### src/design/sdLvs_config.svh
`ifndef SD_LVS_CONFIG_SVH
`define SD_LVS_CONFIG_SVH

// ========================================================================
// Timing
// ========================================================================

// clk cycles per sequencer tick
`define SD_TICK_DIV 8

// Width of the tick counters and of the programmable intervals
`define LVS_CNT_W 12

// Reset values of the interval registers, in ticks
`define LVS_PULSE_DEF 7
`define LVS_RELEASE_DEF 20

// ========================================================================
// Register map
// ========================================================================

`define REG_CTRL 4'h0
`define REG_PULSE 4'h4
`define REG_RELEASE 4'h8
`define REG_STATUS 4'hC

`endif
### src/design/sdLvsPkg.sv
`include "sdLvs_config.svh"

package sdLvsPkg;

    // Master to slave
    typedef struct packed {
        logic [3:0]  awaddr;
        logic        awvalid;
        logic [31:0] wdata;
        logic [3:0]  wstrb;
        logic        wvalid;
        logic        bready;
        logic [3:0]  araddr;
        logic        arvalid;
        logic        rready;
    } axiLiteReqT;

    // Slave to master
    typedef struct packed {
        logic        awready;
        logic        wready;
        logic [1:0]  bresp;
        logic        bvalid;
        logic        arready;
        logic [31:0] rdata;
        logic [1:0]  rresp;
        logic        rvalid;
    } axiLiteRespT;

    // Host pin outputs, before the IO registers
    typedef struct packed {
        logic       sdClk;
        logic       cmdOut;
        logic       cmdOutEn;
        logic [3:0] datOut;
        logic [3:0] datOutEn;
    } sdPinsT;

    // Pin levels after the synchronizer
    typedef struct packed {
        logic       cmdIn;
        logic [3:0] datIn;
    } sdPinInT;

    typedef struct packed {
        logic [`LVS_CNT_W-1:0] pulseTicks;
        logic [`LVS_CNT_W-1:0] releaseTicks;
    } lvsCfgT;

    typedef enum logic [2:0] {
        IDLE         = 3'd0,
        DRIVE_LOW    = 3'd1,
        PULSE_HIGH   = 3'd2,
        PULSE_LOW    = 3'd3,
        RELEASE_WAIT = 3'd4,
        SAMPLE       = 3'd5,
        DONE         = 3'd6
    } lvsStateE;

    typedef struct packed {
        logic     busy;
        logic     done;
        logic     detected;
        lvsStateE state;
    } lvsStatusT;

endpackage

### src/design/sdLvsTop.sv
`timescale 1ns/1ps

module sdLvsTop (
    input  logic                  clk,
    input  logic                  rstN,
    input  sdLvsPkg::axiLiteReqT  axiReq,
    output sdLvsPkg::axiLiteRespT axiResp,
    output logic [3:0]            led,
    output logic                  sdClk,
    output logic                  sdCmdOut,
    output logic                  sdCmdOutEn,
    output logic [3:0]            sdDatOut,
    output logic [3:0]            sdDatOutEn,
    input  logic                  sdCmdIn,
    input  logic [3:0]            sdDatIn
);
    import sdLvsPkg::*;

    logic      start;
    logic      tick;
    logic      tickRestart;
    lvsCfgT    cfg;
    lvsStatusT status;
    sdPinsT    pinsNext;
    sdPinInT   pinsIn;

    sdLvsRegs i_sdLvsRegs (
        .clk     (clk),
        .rstN    (rstN),
        .axiReq  (axiReq),
        .axiResp (axiResp),
        .start   (start),
        .cfg     (cfg),
        .status  (status)
    );

    sdTickGen i_sdTickGen (
        .clk         (clk),
        .rstN        (rstN),
        .tickRestart (tickRestart),
        .tick        (tick)
    );

    lvsSequencer i_lvsSequencer (
        .clk         (clk),
        .rstN        (rstN),
        .start       (start),
        .cfg         (cfg),
        .tick        (tick),
        .tickRestart (tickRestart),
        .pinsIn      (pinsIn),
        .pinsNext    (pinsNext),
        .status      (status),
        .led         (led)
    );

    sdPadDriver i_sdPadDriver (
        .clk        (clk),
        .rstN       (rstN),
        .pinsNext   (pinsNext),
        .pinsIn     (pinsIn),
        .sdClk      (sdClk),
        .sdCmdOut   (sdCmdOut),
        .sdCmdOutEn (sdCmdOutEn),
        .sdDatOut   (sdDatOut),
        .sdDatOutEn (sdDatOutEn),
        .sdCmdIn    (sdCmdIn),
        .sdDatIn    (sdDatIn)
    );

endmodule

### src/design/sdLvsRegs.sv
`timescale 1ns/1ps

`include "sdLvs_config.svh"

module sdLvsRegs (
    input  logic                  clk,
    input  logic                  rstN,
    input  sdLvsPkg::axiLiteReqT  axiReq,
    output sdLvsPkg::axiLiteRespT axiResp,
    output logic                  start,
    output sdLvsPkg::lvsCfgT      cfg,
    input  sdLvsPkg::lvsStatusT   status
);

    localparam logic [1:0] respOkay   = 2'b00;
    localparam logic [1:0] respSlvErr = 2'b10;
    localparam logic [`LVS_CNT_W-1:0] minTicks = `LVS_CNT_W'(1);

    logic [`LVS_CNT_W-1:0] pulseReg;
    logic [`LVS_CNT_W-1:0] releaseReg;
    logic                  bvalid;
    logic                  rvalid;
    logic [1:0]            bresp;
    logic [1:0]            rresp;
    logic [31:0]           rdata;
    logic [31:0]           rdValue;
    logic                  wrFire;
    logic                  rdFire;
    logic                  wrMapped;
    logic                  rdMapped;

    // Byte-lane merge, a zero interval is stored as one tick
    function automatic logic [`LVS_CNT_W-1:0] mergeTicks(
        input logic [`LVS_CNT_W-1:0] cur,
        input logic [31:0]           data,
        input logic [3:0]            strb
    );
        logic [`LVS_CNT_W-1:0] merged;
        merged = cur;
        for (int i = 0; i < `LVS_CNT_W; i++) begin
            if (strb[i / 8]) merged[i] = data[i];
        end
        if (merged == '0) merged = minTicks;
        return merged;
    endfunction

    // ========================================================================
    // Handshakes
    // ========================================================================

    // Address and data taken together, nothing new while a response waits
    assign wrFire = axiReq.awvalid && axiReq.wvalid && !bvalid;
    assign rdFire = axiReq.arvalid && !rvalid;

    assign wrMapped = axiReq.awaddr inside {`REG_CTRL, `REG_PULSE, `REG_RELEASE, `REG_STATUS};
    assign rdMapped = axiReq.araddr inside {`REG_CTRL, `REG_PULSE, `REG_RELEASE, `REG_STATUS};

    always_comb begin
        case (axiReq.araddr)
            `REG_PULSE:   rdValue = 32'(pulseReg);
            `REG_RELEASE: rdValue = 32'(releaseReg);
            `REG_STATUS:  rdValue = {25'd0, status.state, 1'b0,
                                     status.detected, status.done, status.busy};
            // CTRL is write-only and unmapped reads return zero
            default:      rdValue = 32'd0;
        endcase
    end

    always_ff @(posedge clk or negedge rstN) begin
        if (!rstN) begin
            pulseReg   <= `LVS_CNT_W'(`LVS_PULSE_DEF);
            releaseReg <= `LVS_CNT_W'(`LVS_RELEASE_DEF);
            bvalid     <= 1'b0;
            rvalid     <= 1'b0;
            start      <= 1'b0;
        end else begin
            start <= wrFire && (axiReq.awaddr == `REG_CTRL)
                     && axiReq.wstrb[0] && axiReq.wdata[0];
            if (wrFire) begin
                bvalid <= 1'b1;
                case (axiReq.awaddr)
                    `REG_PULSE:   pulseReg <= mergeTicks(pulseReg, axiReq.wdata, axiReq.wstrb);
                    `REG_RELEASE: releaseReg <= mergeTicks(releaseReg, axiReq.wdata,
                                                           axiReq.wstrb);
                    default:      ;
                endcase
            end else if (bvalid && axiReq.bready) begin
                bvalid <= 1'b0;
            end
            if (rdFire) begin
                rvalid <= 1'b1;
            end else if (rvalid && axiReq.rready) begin
                rvalid <= 1'b0;
            end
        end
    end

    // Response payload
    always_ff @(posedge clk) begin
        if (wrFire) bresp <= wrMapped ? respOkay : respSlvErr;
        if (rdFire) begin
            rdata <= rdValue;
            rresp <= rdMapped ? respOkay : respSlvErr;
        end
    end

    always_comb begin
        axiResp         = '0;
        axiResp.awready = wrFire;
        axiResp.wready  = wrFire;
        axiResp.bvalid  = bvalid;
        axiResp.bresp   = bresp;
        axiResp.arready = !rvalid;
        axiResp.rvalid  = rvalid;
        axiResp.rdata   = rdata;
        axiResp.rresp   = rresp;
    end

    assign cfg = '{pulseTicks: pulseReg, releaseTicks: releaseReg};

    bvalidHeld: assert property (
        @(posedge clk) disable iff (!rstN)
        axiResp.bvalid && !axiReq.bready |=> axiResp.bvalid && $stable(axiResp.bresp)
    );

endmodule

### src/design/lvsSequencer.sv
`timescale 1ns/1ps

`include "sdLvs_config.svh"

module lvsSequencer (
    input  logic                clk,
    input  logic                rstN,
    input  logic                start,
    input  sdLvsPkg::lvsCfgT    cfg,
    input  logic                tick,
    output logic                tickRestart,
    input  sdLvsPkg::sdPinInT   pinsIn,
    output sdLvsPkg::sdPinsT    pinsNext,
    output sdLvsPkg::lvsStatusT status,
    output logic [3:0]          led
);
    import sdLvsPkg::*;

    localparam logic [`LVS_CNT_W-1:0] oneTick = `LVS_CNT_W'(1);
    // Room for the two-flop input synchronizer after DAT2 is released
    localparam logic [`LVS_CNT_W-1:0] settleTicks = `LVS_CNT_W'(2);

    lvsStateE state;
    lvsStateE stateNext;
    lvsCfgT   cfgQ;

    logic [`LVS_CNT_W-1:0] tickCnt;
    logic [`LVS_CNT_W-1:0] stepTicks;
    logic                  stepDone;
    logic                  launch;
    logic                  busy;
    logic                  done;
    logic                  detected;
    logic                  dat2Released;

    // Start is only honored between runs
    assign launch      = start && (state == IDLE || state == DONE);
    assign tickRestart = launch;

    // ========================================================================
    // Step length and state transitions
    // ========================================================================

    always_comb begin
        case (state)
            PULSE_HIGH:   stepTicks = cfgQ.pulseTicks;
            PULSE_LOW:    stepTicks = cfgQ.releaseTicks;
            RELEASE_WAIT: stepTicks = settleTicks;
            default:      stepTicks = oneTick;
        endcase
    end

    assign stepDone = tick && (tickCnt == stepTicks - 1'b1);

    always_comb begin
        stateNext = state;
        case (state)
            IDLE, DONE: begin
                if (launch) stateNext = DRIVE_LOW;
            end
            DRIVE_LOW: begin
                if (stepDone) stateNext = PULSE_HIGH;
            end
            PULSE_HIGH: begin
                if (stepDone) stateNext = PULSE_LOW;
            end
            PULSE_LOW: begin
                if (stepDone) stateNext = RELEASE_WAIT;
            end
            RELEASE_WAIT: begin
                if (stepDone) stateNext = SAMPLE;
            end
            SAMPLE:  stateNext = DONE;
            default: stateNext = IDLE;
        endcase
    end

    always_ff @(posedge clk or negedge rstN) begin
        if (!rstN) begin
            state    <= IDLE;
            tickCnt  <= '0;
            busy     <= 1'b0;
            done     <= 1'b0;
            detected <= 1'b0;
        end else begin
            state <= stateNext;
            // Each step counts its ticks from zero
            if (launch || stepDone) begin
                tickCnt <= '0;
            end else if (tick) begin
                tickCnt <= tickCnt + 1'b1;
            end
            if (launch) begin
                busy     <= 1'b1;
                done     <= 1'b0;
                detected <= 1'b0;
            end else if (state == SAMPLE) begin
                busy     <= 1'b0;
                done     <= 1'b1;
                // Card answers by pulling DAT2 high
                detected <= pinsIn.datIn[2];
            end
        end
    end

    // Interval settings are frozen for the whole run
    always_ff @(posedge clk) begin
        if (launch) cfgQ <= cfg;
    end

    // ========================================================================
    // Pins, status and LEDs
    // ========================================================================

    assign dat2Released = (state == RELEASE_WAIT) || (state == SAMPLE) || (state == DONE);

    always_comb begin
        pinsNext       = '0;
        pinsNext.sdClk = (state == PULSE_HIGH);
        if (state != IDLE) begin
            pinsNext.cmdOutEn = 1'b1;
            pinsNext.datOutEn = dat2Released ? 4'b1011 : 4'b1111;
        end
    end

    assign status = '{busy: busy, done: done, detected: detected, state: state};

    assign led = {pinsIn.datIn[2] && dat2Released, detected, done, busy};

    busyDoneExclusive: assert property (
        @(posedge clk) disable iff (!rstN)
        !(busy && done)
    );

    // Clock high only inside the programmed pulse while DAT2 is still held
    clkOnlyInPulse: assert property (
        @(posedge clk) disable iff (!rstN)
        pinsNext.sdClk |-> busy && pinsNext.datOutEn[2] && (tickCnt < cfgQ.pulseTicks)
    );

endmodule

### src/design/sdPadDriver.sv
`timescale 1ns/1ps

module sdPadDriver (
    input  logic              clk,
    input  logic              rstN,
    input  sdLvsPkg::sdPinsT  pinsNext,
    output sdLvsPkg::sdPinInT pinsIn,
    output logic              sdClk,
    output logic              sdCmdOut,
    output logic              sdCmdOutEn,
    output logic [3:0]        sdDatOut,
    output logic [3:0]        sdDatOutEn,
    input  logic              sdCmdIn,
    input  logic [3:0]        sdDatIn
);
    import sdLvsPkg::*;

    sdPinsT  pinsQ;
    sdPinInT syncStage1;
    sdPinInT syncStage2;

    // Output registers, one cycle behind the sequencer
    always_ff @(posedge clk or negedge rstN) begin
        if (!rstN) begin
            pinsQ <= '0;
        end else begin
            pinsQ <= pinsNext;
        end
    end

    assign sdClk      = pinsQ.sdClk;
    assign sdCmdOut   = pinsQ.cmdOut;
    assign sdCmdOutEn = pinsQ.cmdOutEn;
    assign sdDatOut   = pinsQ.datOut;
    assign sdDatOutEn = pinsQ.datOutEn;

    // Two-flop synchronizer on the card-driven levels
    always_ff @(posedge clk or negedge rstN) begin
        if (!rstN) begin
            syncStage1 <= '0;
            syncStage2 <= '0;
        end else begin
            syncStage1 <= '{cmdIn: sdCmdIn, datIn: sdDatIn};
            syncStage2 <= syncStage1;
        end
    end

    assign pinsIn = syncStage2;

    // Host only ever pulls lines low during identification
    drivenLinesLow: assert property (
        @(posedge clk) disable iff (!rstN)
        !(sdCmdOut && sdCmdOutEn) && ((sdDatOut & sdDatOutEn) == 4'b0000)
    );

endmodule

### src/design/sdTickGen.sv
`timescale 1ns/1ps

`include "sdLvs_config.svh"

module sdTickGen (
    input  logic clk,
    input  logic rstN,
    input  logic tickRestart,
    output logic tick
);

    localparam int tickW = (`SD_TICK_DIV > 1) ? $clog2(`SD_TICK_DIV) : 1;
    localparam logic [tickW-1:0] reloadVal = tickW'(`SD_TICK_DIV - 1);

    logic [tickW-1:0] cnt;

    // Down-counter, tick on the zero count
    always_ff @(posedge clk or negedge rstN) begin
        if (!rstN) begin
            cnt <= reloadVal;
        end else if (tickRestart || cnt == '0) begin
            // Restart loads the full interval so the next step starts aligned
            cnt <= reloadVal;
        end else begin
            cnt <= cnt - 1'b1;
        end
    end

    assign tick = (cnt == '0);

    // ========================================================================
    // Checks
    // ========================================================================

    // One-cycle tick, never back to back
    tickSingleCycle: assert property (
        @(posedge clk) disable iff (!rstN)
        tick |=> !tick
    );

endmodule

### config.mk
export PLATFORM = sky130hd
export DESIGN_NAME = sdLvsTop
export DESIGN_NICKNAME = d
export VERILOG_FILES = /design/src/design/sdLvsPkg.sv /design/src/design/sdLvsTop.sv /design/src/design/sdLvsRegs.sv /design/src/design/lvsSequencer.sv /design/src/design/sdPadDriver.sv /design/src/design/sdTickGen.sv
export VERILOG_INCLUDE_DIRS = /design/src /design/src/design
export SDC_FILE = /design/constraint.sdc
export NUM_CORES = 1
export LEC_CHECK = 0
export ABC_CLOCK_PERIOD_IN_PS = 3500
export BUFFER_PORTS_ARGS = -buffer_cell sky130_fd_sc_hd__buf_2
export CORE_MARGIN = 2
export CORE_UTILIZATION = 50
export DETAILED_ROUTE_END_ITERATION = 7
export GPL_TIMING_DRIVEN = 0
export PLACE_DENSITY = 0.77
export SLEW_MARGIN = 5
export SYNTH_ARGS = -nofsm -noshare
export SYNTH_HDL_FRONTEND = slang
export SYNTH_HIERARCHICAL = 1
export SYNTH_SLANG_ARGS = --single-unit
### constraint.sdc
create_clock -name clk -period 3.5 [get_ports clk]
set_input_delay 0.7 -clock clk [delete_from_list [all_inputs] [get_ports clk]]
set_output_delay 0.7 -clock clk [all_outputs]
set_load 0.05 [all_outputs]
## Word level (Yosys, flattened, before mapping)

Index checks and enable logic that the tools add are counted.

- Output and inout bits: 56
- Register bits after elaboration: 120
- Bits of input ports: 56
- Logic and storage cells: 177

- Muxes and demuxes: 100
- Equal/unequal tests: 18
- Reduce and logical (&&, ||, !) cells: 35
- $add $sub $neg: 3

Operators with widths:

| kind | count |
|---|---|
| $mux W1 | 83 |
| $pmux W12 S3 | 2 |
| $mux W12 | 4 |
| $logic_not A12 Y1 | 2 |
| $mux W3 | 7 |
| $pmux W3 S6 | 1 |
| $eq A4 B4 Y1 const B | 4 |
| $add A12 B1 Y12 const B | 1 |
| $eq A12 B12 Y1 | 1 |
| $sub A12 B1 Y12 const B | 1 |
| $logic_and A1 B1 Y1 | 11 |
| $eq A3 B3 Y1 const B | 3 |
| $eq A4 B3 Y1 const B | 2 |
| $logic_not A4 Y1 | 2 |
| $ne A2 B1 Y1 const B | 4 |
| $reduce_bool A2 Y1 | 4 |
| $reduce_bool A4 Y1 | 2 |
| $eq A3 B2 Y1 const B | 2 |
| $logic_not A3 Y1 | 2 |
| $logic_or A1 B1 Y1 | 5 |
| $reduce_and A5 Y1 | 1 |
| $mux W2 | 2 |
| $mux W4 | 1 |
| $reduce_and A2 Y1 | 2 |
| 6 further kinds | 7 |

## Logic depth before layout (Yosys ltp)

Gate-level depths: netlist of run 1.

- Word-level depth: 7
- Mapped depth: 15
- Gate-level depth less buffers: 11

## By module

Netlist of run 1, hierarchy kept.

Modules (own cells, without submodules):

| module | area each (um^2) | cells an instance | times used | sequential area each (um^2) |
|---|---|---|---|---|
| lvsSequencer | 2633.8 | 263 | 1 | 1171.1 |
| sdLvsRegs | 2187.1 | 180 | 1 | 1102.3 |
| sdPadDriver | 525.5 | 21 | 1 | 525.5 |
| sdTickGen | 141.4 | 11 | 1 | 78.8 |

## Worst setup path after synthesis of run 1

OpenSTA, ideal clock, no wires.

- Path type: register to register
- Start: register i_lvsSequencer.state[0]
- End: register i_lvsSequencer.tickCnt[10]
- Data arrival time: 3.208 ns
- Setup time: 0.181 ns
- Setup slack: 0.111 ns
- Stages on the path, launching flop included: 14
- Path through: dfrtp_1 > buf_6 > buf_4 > buf_2 > mux2_2 > a21oi_1 > ha_1 > o21ai_0 > or4_1 > a211o_1 > and3_4 > nor4_4 > buf_6 > nor3_1

- Word-level cells in the longest chain between the ends: 7
- Elaborated cells between the ends (all ways): 14

Ends and longest elaborated chain:

| element | line | source |
|---|---|---|
| start, declared | lvsSequencer.sv:23 | `lvsStateE state;` |
| start signal, assigned | lvsSequencer.sv:86 | `state <= stateNext;` |
| $eq A3 B3 Y1 / $eq A3 B2 Y1 (equally long branches) | lvsSequencer.sv:45 | `case (state)` |
| $pmux W12 S3 | lvsSequencer.sv:45 |  |
| $sub A12 B1 Y12 | lvsSequencer.sv:53 | `assign stepDone = tick && (tickCnt == stepTicks - 1'b1);` |
| $eq A12 B12 Y1 | lvsSequencer.sv:53 |  |
| $logic_and A1 B1 Y1 | lvsSequencer.sv:53 |  |
| $logic_or A1 B1 Y1 * | lvsSequencer.sv:88 | `if (launch \|\| stepDone) begin` |
| $mux W12 / $reduce_bool A2 Y1 (equally long branches) | n/a |  |
| end signal, assigned | lvsSequencer.sv:91 | `tickCnt <= tickCnt + 1'b1;` |
| end, declared | lvsSequencer.sv:27 | `` logic [`LVS_CNT_W-1:0] tickCnt; `` |

Mark *: on every way between the ends. The rest lies on a longest branch, timed or not.
A chain may end at the register's enable or synchronous reset.

## Final worst setup path of run 1

- Start: register i_lvsSequencer.state[0]
- End: register i_lvsSequencer.state[0]

- Word-level cells in the longest chain between the ends: 7
- Elaborated cells between the ends (all ways): 21

Ends and longest elaborated chain:

| element | line |
|---|---|
| $eq A3 B3 Y1 / $eq A3 B2 Y1 (equally long branches) | lvsSequencer.sv:45, lvsSequencer.sv:57 |
| $pmux W12 S3 | lvsSequencer.sv:45 |
| $sub A12 B1 Y12 | lvsSequencer.sv:53 |
| $eq A12 B12 Y1 | lvsSequencer.sv:53 |
| $logic_and A1 B1 Y1 | lvsSequencer.sv:53 |
| $ne A2 B2 Y1 (no source line) / $ne A2 B1 Y1 (equally long branches) | n/a |
| $reduce_and A5 Y1 (no source line) | n/a |

Parallel ways exist; a longest one is shown, timed or not.

==> results.sh, run 1 <==
export IMPL_finish_net_count=624
export IMPL_r2r_start="i_lvsSequencer/state[0]"
export IMPL_grt_pass1_vias=3785
export IMPL_switchingPower_mw=1.07
export IMPL_cp_data_required_time_ns=3.74
export IMPL_hold_depth=0
export IMPL_path_max_fanout=25
export IMPL_fp_row_count=37
export IMPL_p_int_mw=1.98
export IMPL_slew_headroom_pct=24.3
export IMPL_finalSetupViolations=0
export IMPL_fin_crit_sh_pct=94.6
export IMPL_fillCellCount=865
export IMPL_drt_wl_total_mm=11.5
export IMPL_yosysWarnings=6
export IMPL_dpl_hpwl_mm=8.65
export IMPL_io_buffers=61
export IMPL_clkLatencyLatePin_ns=0.39
export IMPL_ant_nets=0
export IMPL_syn_area_um2=5290
export IMPL_synth_avg_cell_area_um2=11.3
export IMPL_r2r_cells=11
export IMPL_p_per_area_nw_per_um2=502
export IMPL_worstPathArrival_ns=3.55
export IMPL_drt_wirelength_per_cell_um=16.3
export IMPL_grt_max_degree=62
export IMPL_worst_slew_pin_transition_ns=1.13
export IMPL_combPwrFrac_pct=29.3
export IMPL_die_h_um=107
export IMPL_synth_cells=467
export IMPL_worstHoldStart="i_sdPadDriver/syncStage1[2]"
export IMPL_hold_class="register to register"
export IMPL_crit_end="i_lvsSequencer/state[0]"
export IMPL_critPathCaptureType="register"
export IMPL_cts_tree="built"
export IMPL_ff_latch_area_um2=2680
export IMPL_drtIter0Drc=216
export IMPL_critPathLaunchType="register"
export IMPL_place_inst=689
export IMPL_core_area_um2=10300
export IMPL_hold_viol_final=0
export IMPL_area_growth_pct=14.9
export IMPL_multi_input_area_um2=2260
export IMPL_io_pins=112
export IMPL_drc=0
export IMPL_initial_core_util_pct=51.4
export IMPL_chipWidth_um=107
export IMPL_crit_slowest_cell="or4_1"
export IMPL_rsz0062_at_grt="no"
export IMPL_final_cells=705
export IMPL_n_antenna_cell=0
export IMPL_cts_made_buffers=9
export IMPL_clk_path_buf_depth=2
export IMPL_drt_pass1_iter_count=4
export IMPL_seqPwrFrac_pct=46.8
export IMPL_grt_pass1_wl_mm=18.9
export IMPL_path_cells="buf_6, mux2_2, a21oi_1, ha_2, o21ai_1, or4_1, a211o_1, and3_4, nor4_4, buf_4, o22ai_1"
export IMPL_max_freq_mhz=302
export IMPL_min_period_ns=3.31
export IMPL_grt_use_total_pct=21.6
export IMPL_htree_levels=3
export IMPL_clk_pin_slew_worst_paths_ns=0.09
export IMPL_grt_overflow=0
export IMPL_status="complete, no violations"
export IMPL_via_per_inst=5.47
export IMPL_drive_gt1_share_pct=33.4
export IMPL_vdd_ir_drop_max_uv=374
export IMPL_drv_slew=0
export IMPL_cap_violations=0
export IMPL_gp_congestion=0.908
export IMPL_die_area_um2=11400
export IMPL_pre_cts_ws_ns=-0.441
export IMPL_clkSinkCount=99
export IMPL_clock_skew_ns=0.0152
export IMPL_power_leakage_nw=2.71
export IMPL_rr_endpoint="i_lvsSequencer/state[0]"
export IMPL_switching_share_pct=35.1
export IMPL_via_count=3857
export IMPL_r2r_setup_slack_ns=0.19
export IMPL_worstSetupPathType="register to register"
export IMPL_grt_antenna_before_repair=0
export IMPL_critPathMaxStageDelay_ns=0.51
export IMPL_fin_ws_ns=0.188
export IMPL_clockRootBuffer="clkbuf_8"
export IMPL_crit_path_start="i_lvsSequencer/state[0]"
export IMPL_clkPwrFrac_pct=23.9
## placed cells by master, fill, tap and decap left out, types with 8 or more instances in the layout
master,n
clkbuf_8,9
mux2_2,27
buf_4,43
nand2_1,18
a22oi_1,12
o21ai_0,12
inv_1,14
clkbuf_1,11
dfrtp_1,53
buf_2,62
xnor2_1,8
nor3_1,18
nor2_1,33
nand3_1,10
xor2_1,8
mux2i_1,13
a21oi_1,14
edfxtp_1,38
dfstp_2,8
conb_1,27
## power by group through the flow
stage,clock [mW],combinational (mW),sequential (mW)
after floorplan,0,0.580,1.54
after global placement,0,0.874,1.44
after detailed placement,0,0.890,1.45
after CTS,0.755,0.898,1.43
after global routing,0.796,0.969,1.44
final,0.729,0.894,1.43
## critical path, delay by kind of cell, from the launching register on
kind | cells | cell delay [ns]
and+or+nand+nor | 3 | 0.91
AOI/OAI and AO/OA | 4 | 0.78
buffers and inverters | 2 | 0.44
adders and majority gates | 1 | 0.26
DFF | 1 | 0.39
muxes | 1 | 0.37
## final cells by class
class,instances,share of cell area [%]
buffer,59,6.65
clock buffer,11,2.51
clock inverter,5,0.659
inverter,14,0.865
multi-input combinational,318,37.1
sequential,99,44.1
tap,136,2.80
timing repair buffer,63,5.31
## stage by stage
stage | TNS [ns] | util [%] | total power, mW | instance area (um2) | hold slack (ns)
final | 0 | 59.1 | 3.05 | 6080 | 0.358
after floorplan | 0 | - | 2.12 | 5380 | 0.331
after CTS | 0 | 59.1 | 3.08 | 6070 | 0.364
after global placement | -7.92 | 57.0 | 2.32 | 5860 | 0.333
after detailed placement | -5.67 | 57.0 | 2.34 | 5860 | 0.341
after global routing | 0 | 59.1 | 3.21 | 6080 | 0.367
## flip-flops by register name, summed over array words and instances (netlist names)
name,cells
i_sdLvsRegs/rvalid,1
i_sdLvsRegs/start,1
i_sdPadDriver/sdCmdOutEn,1
i_lvsSequencer/detected,1
i_sdLvsRegs/rresp,1
i_sdLvsRegs/releaseReg,12
i_sdLvsRegs/bresp,1
i_sdPadDriver/sdCmdOut,1
i_sdLvsRegs/rdata,12
i_lvsSequencer/state,3
i_sdPadDriver/sdDatOut,4
i_sdLvsRegs/bvalid,1
i_lvsSequencer/busy,1
i_lvsSequencer/done,1
i_lvsSequencer/tickCnt,12
i_sdLvsRegs/pulseReg,12
i_sdPadDriver/sdDatOutEn,4
i_sdPadDriver/sdClk,1
i_sdTickGen/cnt,3
i_sdPadDriver/syncStage1,1
i_lvsSequencer/cfgQ,24
i_sdPadDriver/pinsIn,1
## worst min path at each step
stage | slack, ns | endpoint
2_1_floorplan | 0.33 | i_sdPadDriver/pinsIn[2]
3_3_place_gp | 0.33 | i_sdPadDriver/pinsIn[2]
3_5_place_dp | 0.34 | i_sdPadDriver/pinsIn[2]
4_1_cts | 0.36 | i_sdPadDriver/pinsIn[2]
5_1_grt | 0.37 | i_sdPadDriver/pinsIn[2]
6_report | 0.36 | i_sdPadDriver/pinsIn[2]
## layer usage
| layer | global-route usage (%) | vias to the layer above | share of wire (%) |
|---|---|---|---|
| li1 | - | 1847 | - |
| met4 | 9.09 | 0 | 2.6 |
| met1 | 26.0 | 1855 | 41 |
| met5 | 0 | - | 0 |
| met2 | 37.3 | 131 | 50 |
| met3 | 5.17 | 24 | 5.5 |
## timing repair
action | 4_1_cts | 5_1_grt
setup buffers | 2 | 0
pin swaps | 1 | 0
hold buffers | 0 | 0
endpoints found under the setup margin | 15 | 15
gates resized for setup | 4 | 7
Power figures use the tool's default switching activity.
==> run 2, diff against run 1 <==
ABC_CLOCK_PERIOD_IN_PS = unset   (was 3500)
BUFFER_PORTS_ARGS = -buffer_cell sky130_fd_sc_hd__clkbuf_2   (was -buffer_cell sky130_fd_sc_hd__buf_2)
==> run 2 against run 1 <==
  * Power grew 0.77%
  * Critical path type unchanged
  * Sequential share of layout area is essentially flat
  * Worst setup slack gained 0.038 ns
  * Critical endpoint unchanged
  * Sequential cell count is the same
  * Cell area is essentially flat
  * Sequential power is essentially flat
==> results.sh, run 2 (synthesis gave the netlist of run 1 again) <==
export IMPL_p_int_mw=2.00
export IMPL_dr_wl_met3_um=579
export IMPL_top_register="i_lvsSequencer/cfgQ"
export IMPL_clock_skew_ns=0.00873
export IMPL_crit_slowest_cell="or4_1"
export IMPL_cts_tree="built"
export IMPL_cap_violations=0
export IMPL_grt_pass1_vias=3843
export IMPL_io_buffers=61
export IMPL_seqPwrFrac_pct=46.5
export IMPL_grt_overflow=0
export IMPL_path_depth=13
export IMPL_path_cells="nor2b_1, clkbuf_2, clkbuf_4, a21oi_1, inv_1, ha_2, o21ai_1, or4_1, a211o_1, and3_4, nor4_4, buf_4, o22ai_1"
export IMPL_grt_max_degree=62
export IMPL_die_h_um=107
export IMPL_via_per_inst=5.44
export IMPL_max_freq_mhz=305
export IMPL_drc=0
export IMPL_vdd_ir_drop_max_uv=254
export IMPL_slew_headroom_pct=23.7
export IMPL_rsz0062_at_grt="no"
export IMPL_power_leakage_nw=2.69
export IMPL_worstSetupPathType="register to register"
export IMPL_die_area_um2=11400
export IMPL_grt_antenna_before_repair=0
export IMPL_status="complete, no violations"
export IMPL_area_growth_pct=14.9
export IMPL_worst_slew_pin_transition_ns=1.14
export IMPL_critPathCaptureType="register"
export IMPL_worstPathArrival_ns=3.51
export IMPL_largest_reg_flops=24
export IMPL_ant_nets=0
export IMPL_highest_layer="met4"
export IMPL_clockRootBuffer="clkbuf_8"
export IMPL_drv_slew=0
export IMPL_critPathLaunchType="register"
export IMPL_switching_share_pct=34.9
export IMPL_fin_setup_tns_ns=0
export IMPL_cts_made_buffers=9
export IMPL_gp_congestion=0.903
export IMPL_grt_use_total_pct=21.5
export IMPL_drive_gt1_share_pct=33.1
export IMPL_finish_net_count=623
export IMPL_placed_area_um2=5860
export IMPL_io_pins=112
export IMPL_fin_crit_sh_pct=93.5
export IMPL_cp_data_required_time_ns=3.73
export IMPL_place_inst=689
export IMPL_drtIter0Drc=167
export IMPL_drt_wirelength_per_cell_um=16.2
export IMPL_power_mw=3.07
export IMPL_combPwrFrac_pct=29.0
export IMPL_hold_class="register to register"
export IMPL_clkSinkCount=99
export IMPL_clk_path_buf_depth=2
export IMPL_grt_pass1_wl_mm=19.2
export IMPL_switchingPower_mw=1.07
export IMPL_final_cell_mix="clkbuf_2, dfrtp_1, buf_4"
export IMPL_wl_met2_mm=5.81
export IMPL_hold_viol_final=0
export IMPL_clk_pin_slew_worst_paths_ns=0.10
export IMPL_core_area_um2=10300
export IMPL_crit_buf_inv=4
export IMPL_initial_core_util_pct=51.4
export IMPL_critPathMaxStageDelay_ns=0.50
export IMPL_r2r_cells=13
export IMPL_clkPwrFrac_pct=24.5
export IMPL_fin_ws_ns=0.226
export IMPL_hold_depth=0
export IMPL_htree_levels=3
export IMPL_stdcell_area_um2=6070
export IMPL_fp_row_count=37
export IMPL_chipWidth_um=107
export IMPL_p_per_area_nw_per_um2=506
export IMPL_min_period_ns=3.27
export IMPL_final_cells=704
export IMPL_clkLatencyLatePin_ns=0.37
export IMPL_finalSetupViolations=0
export IMPL_path_delay_family="simple AND/OR/NAND/NOR gates"
export IMPL_met1_length_mm=4.82
export IMPL_via_count=3832
export IMPL_n_antenna_cell=0
export IMPL_path_max_fanout=10
export IMPL_drt_wl_total_mm=11.4
export IMPL_drt_pass1_iter_count=5
export IMPL_dpl_hpwl_mm=8.61
export IMPL_mostFrequentLayoutCell="clkbuf_2"
export IMPL_pre_cts_ws_ns=-0.396
==> run 2: changes by cell type in the layout (fill, tap and decap cells not counted), sizes merged <==
cell      before  now
buf          108   46
clkbuf        25   84
bufinv         0    1
clkinv         1    2
clkinvlp       0    1
inv           18   17
==> run 2: final cells by class <==
type	instances	area [um2]
clock inverters	7	72.6
multi-input cells	318	2260
flip-flops and latches	99	2680
clock buffers	9	124
plain buffers	59	403
fillers	892	4200
inverters	14	52.6
well taps	136	170
repair buffers	62	315
==> run 2: power by group through the flow <==
stage / clock (mW) / sequential, mW / combinational (mW)
after CTS: 0.763 / 1.43 / 0.893
after global placement: 0 / 1.44 / 0.868
after global routing: 0.814 / 1.44 / 0.967
after floorplan: 0 / 1.54 / 0.580
after detailed placement: 0 / 1.45 / 0.888
final: 0.754 / 1.43 / 0.891
==> run 2: final timing paths <==
path,from,to,slack (ns)
hold / removal,i_sdPadDriver/syncStage1[2],i_sdPadDriver/pinsIn[2],0.37
hold reg to reg,i_sdPadDriver/syncStage1[2],i_sdPadDriver/pinsIn[2],0.37
min in group asynchronous,rstN,i_lvsSequencer/tickCnt[3],0.44
setup / recovery,i_lvsSequencer/state[2],i_lvsSequencer/state[0],0.23
max in group asynchronous,rstN,i_sdLvsRegs/pulseReg[3],2.53
setup reg to reg,i_lvsSequencer/state[2],i_lvsSequencer/state[0],0.23
==> run 2: worst register-to-register path: cells and delay by family, from the launching register on <==
| kind | cells | cell delay (ns) |
|---|---|---|
| compound gates | 4 | 0.75 |
| fa+ha+maj | 1 | 0.23 |
| buf+inv | 4 | 0.72 |
| flops | 1 | 0.45 |
| simple gates | 4 | 0.98 |
==> run 2: timing repair <==
| item | in CTS | in global routing |
|---|---|---|
| pin swaps | 1 | 0 |
| resized for setup | 3 | 7 |
| hold buffers | 0 | 0 |
| endpoints found under the hold margin | 0 | 0 |
| endpoints found under the setup margin | 15 | 15 |
| setup buffers | 1 | 0 |
==> run 2: stage by stage <==
step | util (%) | hold slack, ns
3_5_place_dp | 57.0 | 0.341
6_report | 59.1 | 0.367
2_1_floorplan | - | 0.331
3_3_place_gp | 57.0 | 0.333
5_1_grt | 59.1 | 0.376
4_1_cts | 59.0 | 0.372
==> run 2: routing by layer <==
layer / GRT usage [%] / vias to the layer above
met5: 0 / -
met4: 7.33 / 0
met3: 4.50 / 21
met2: 36.6 / 118
met1: 27.2 / 1856
li1: - / 1837
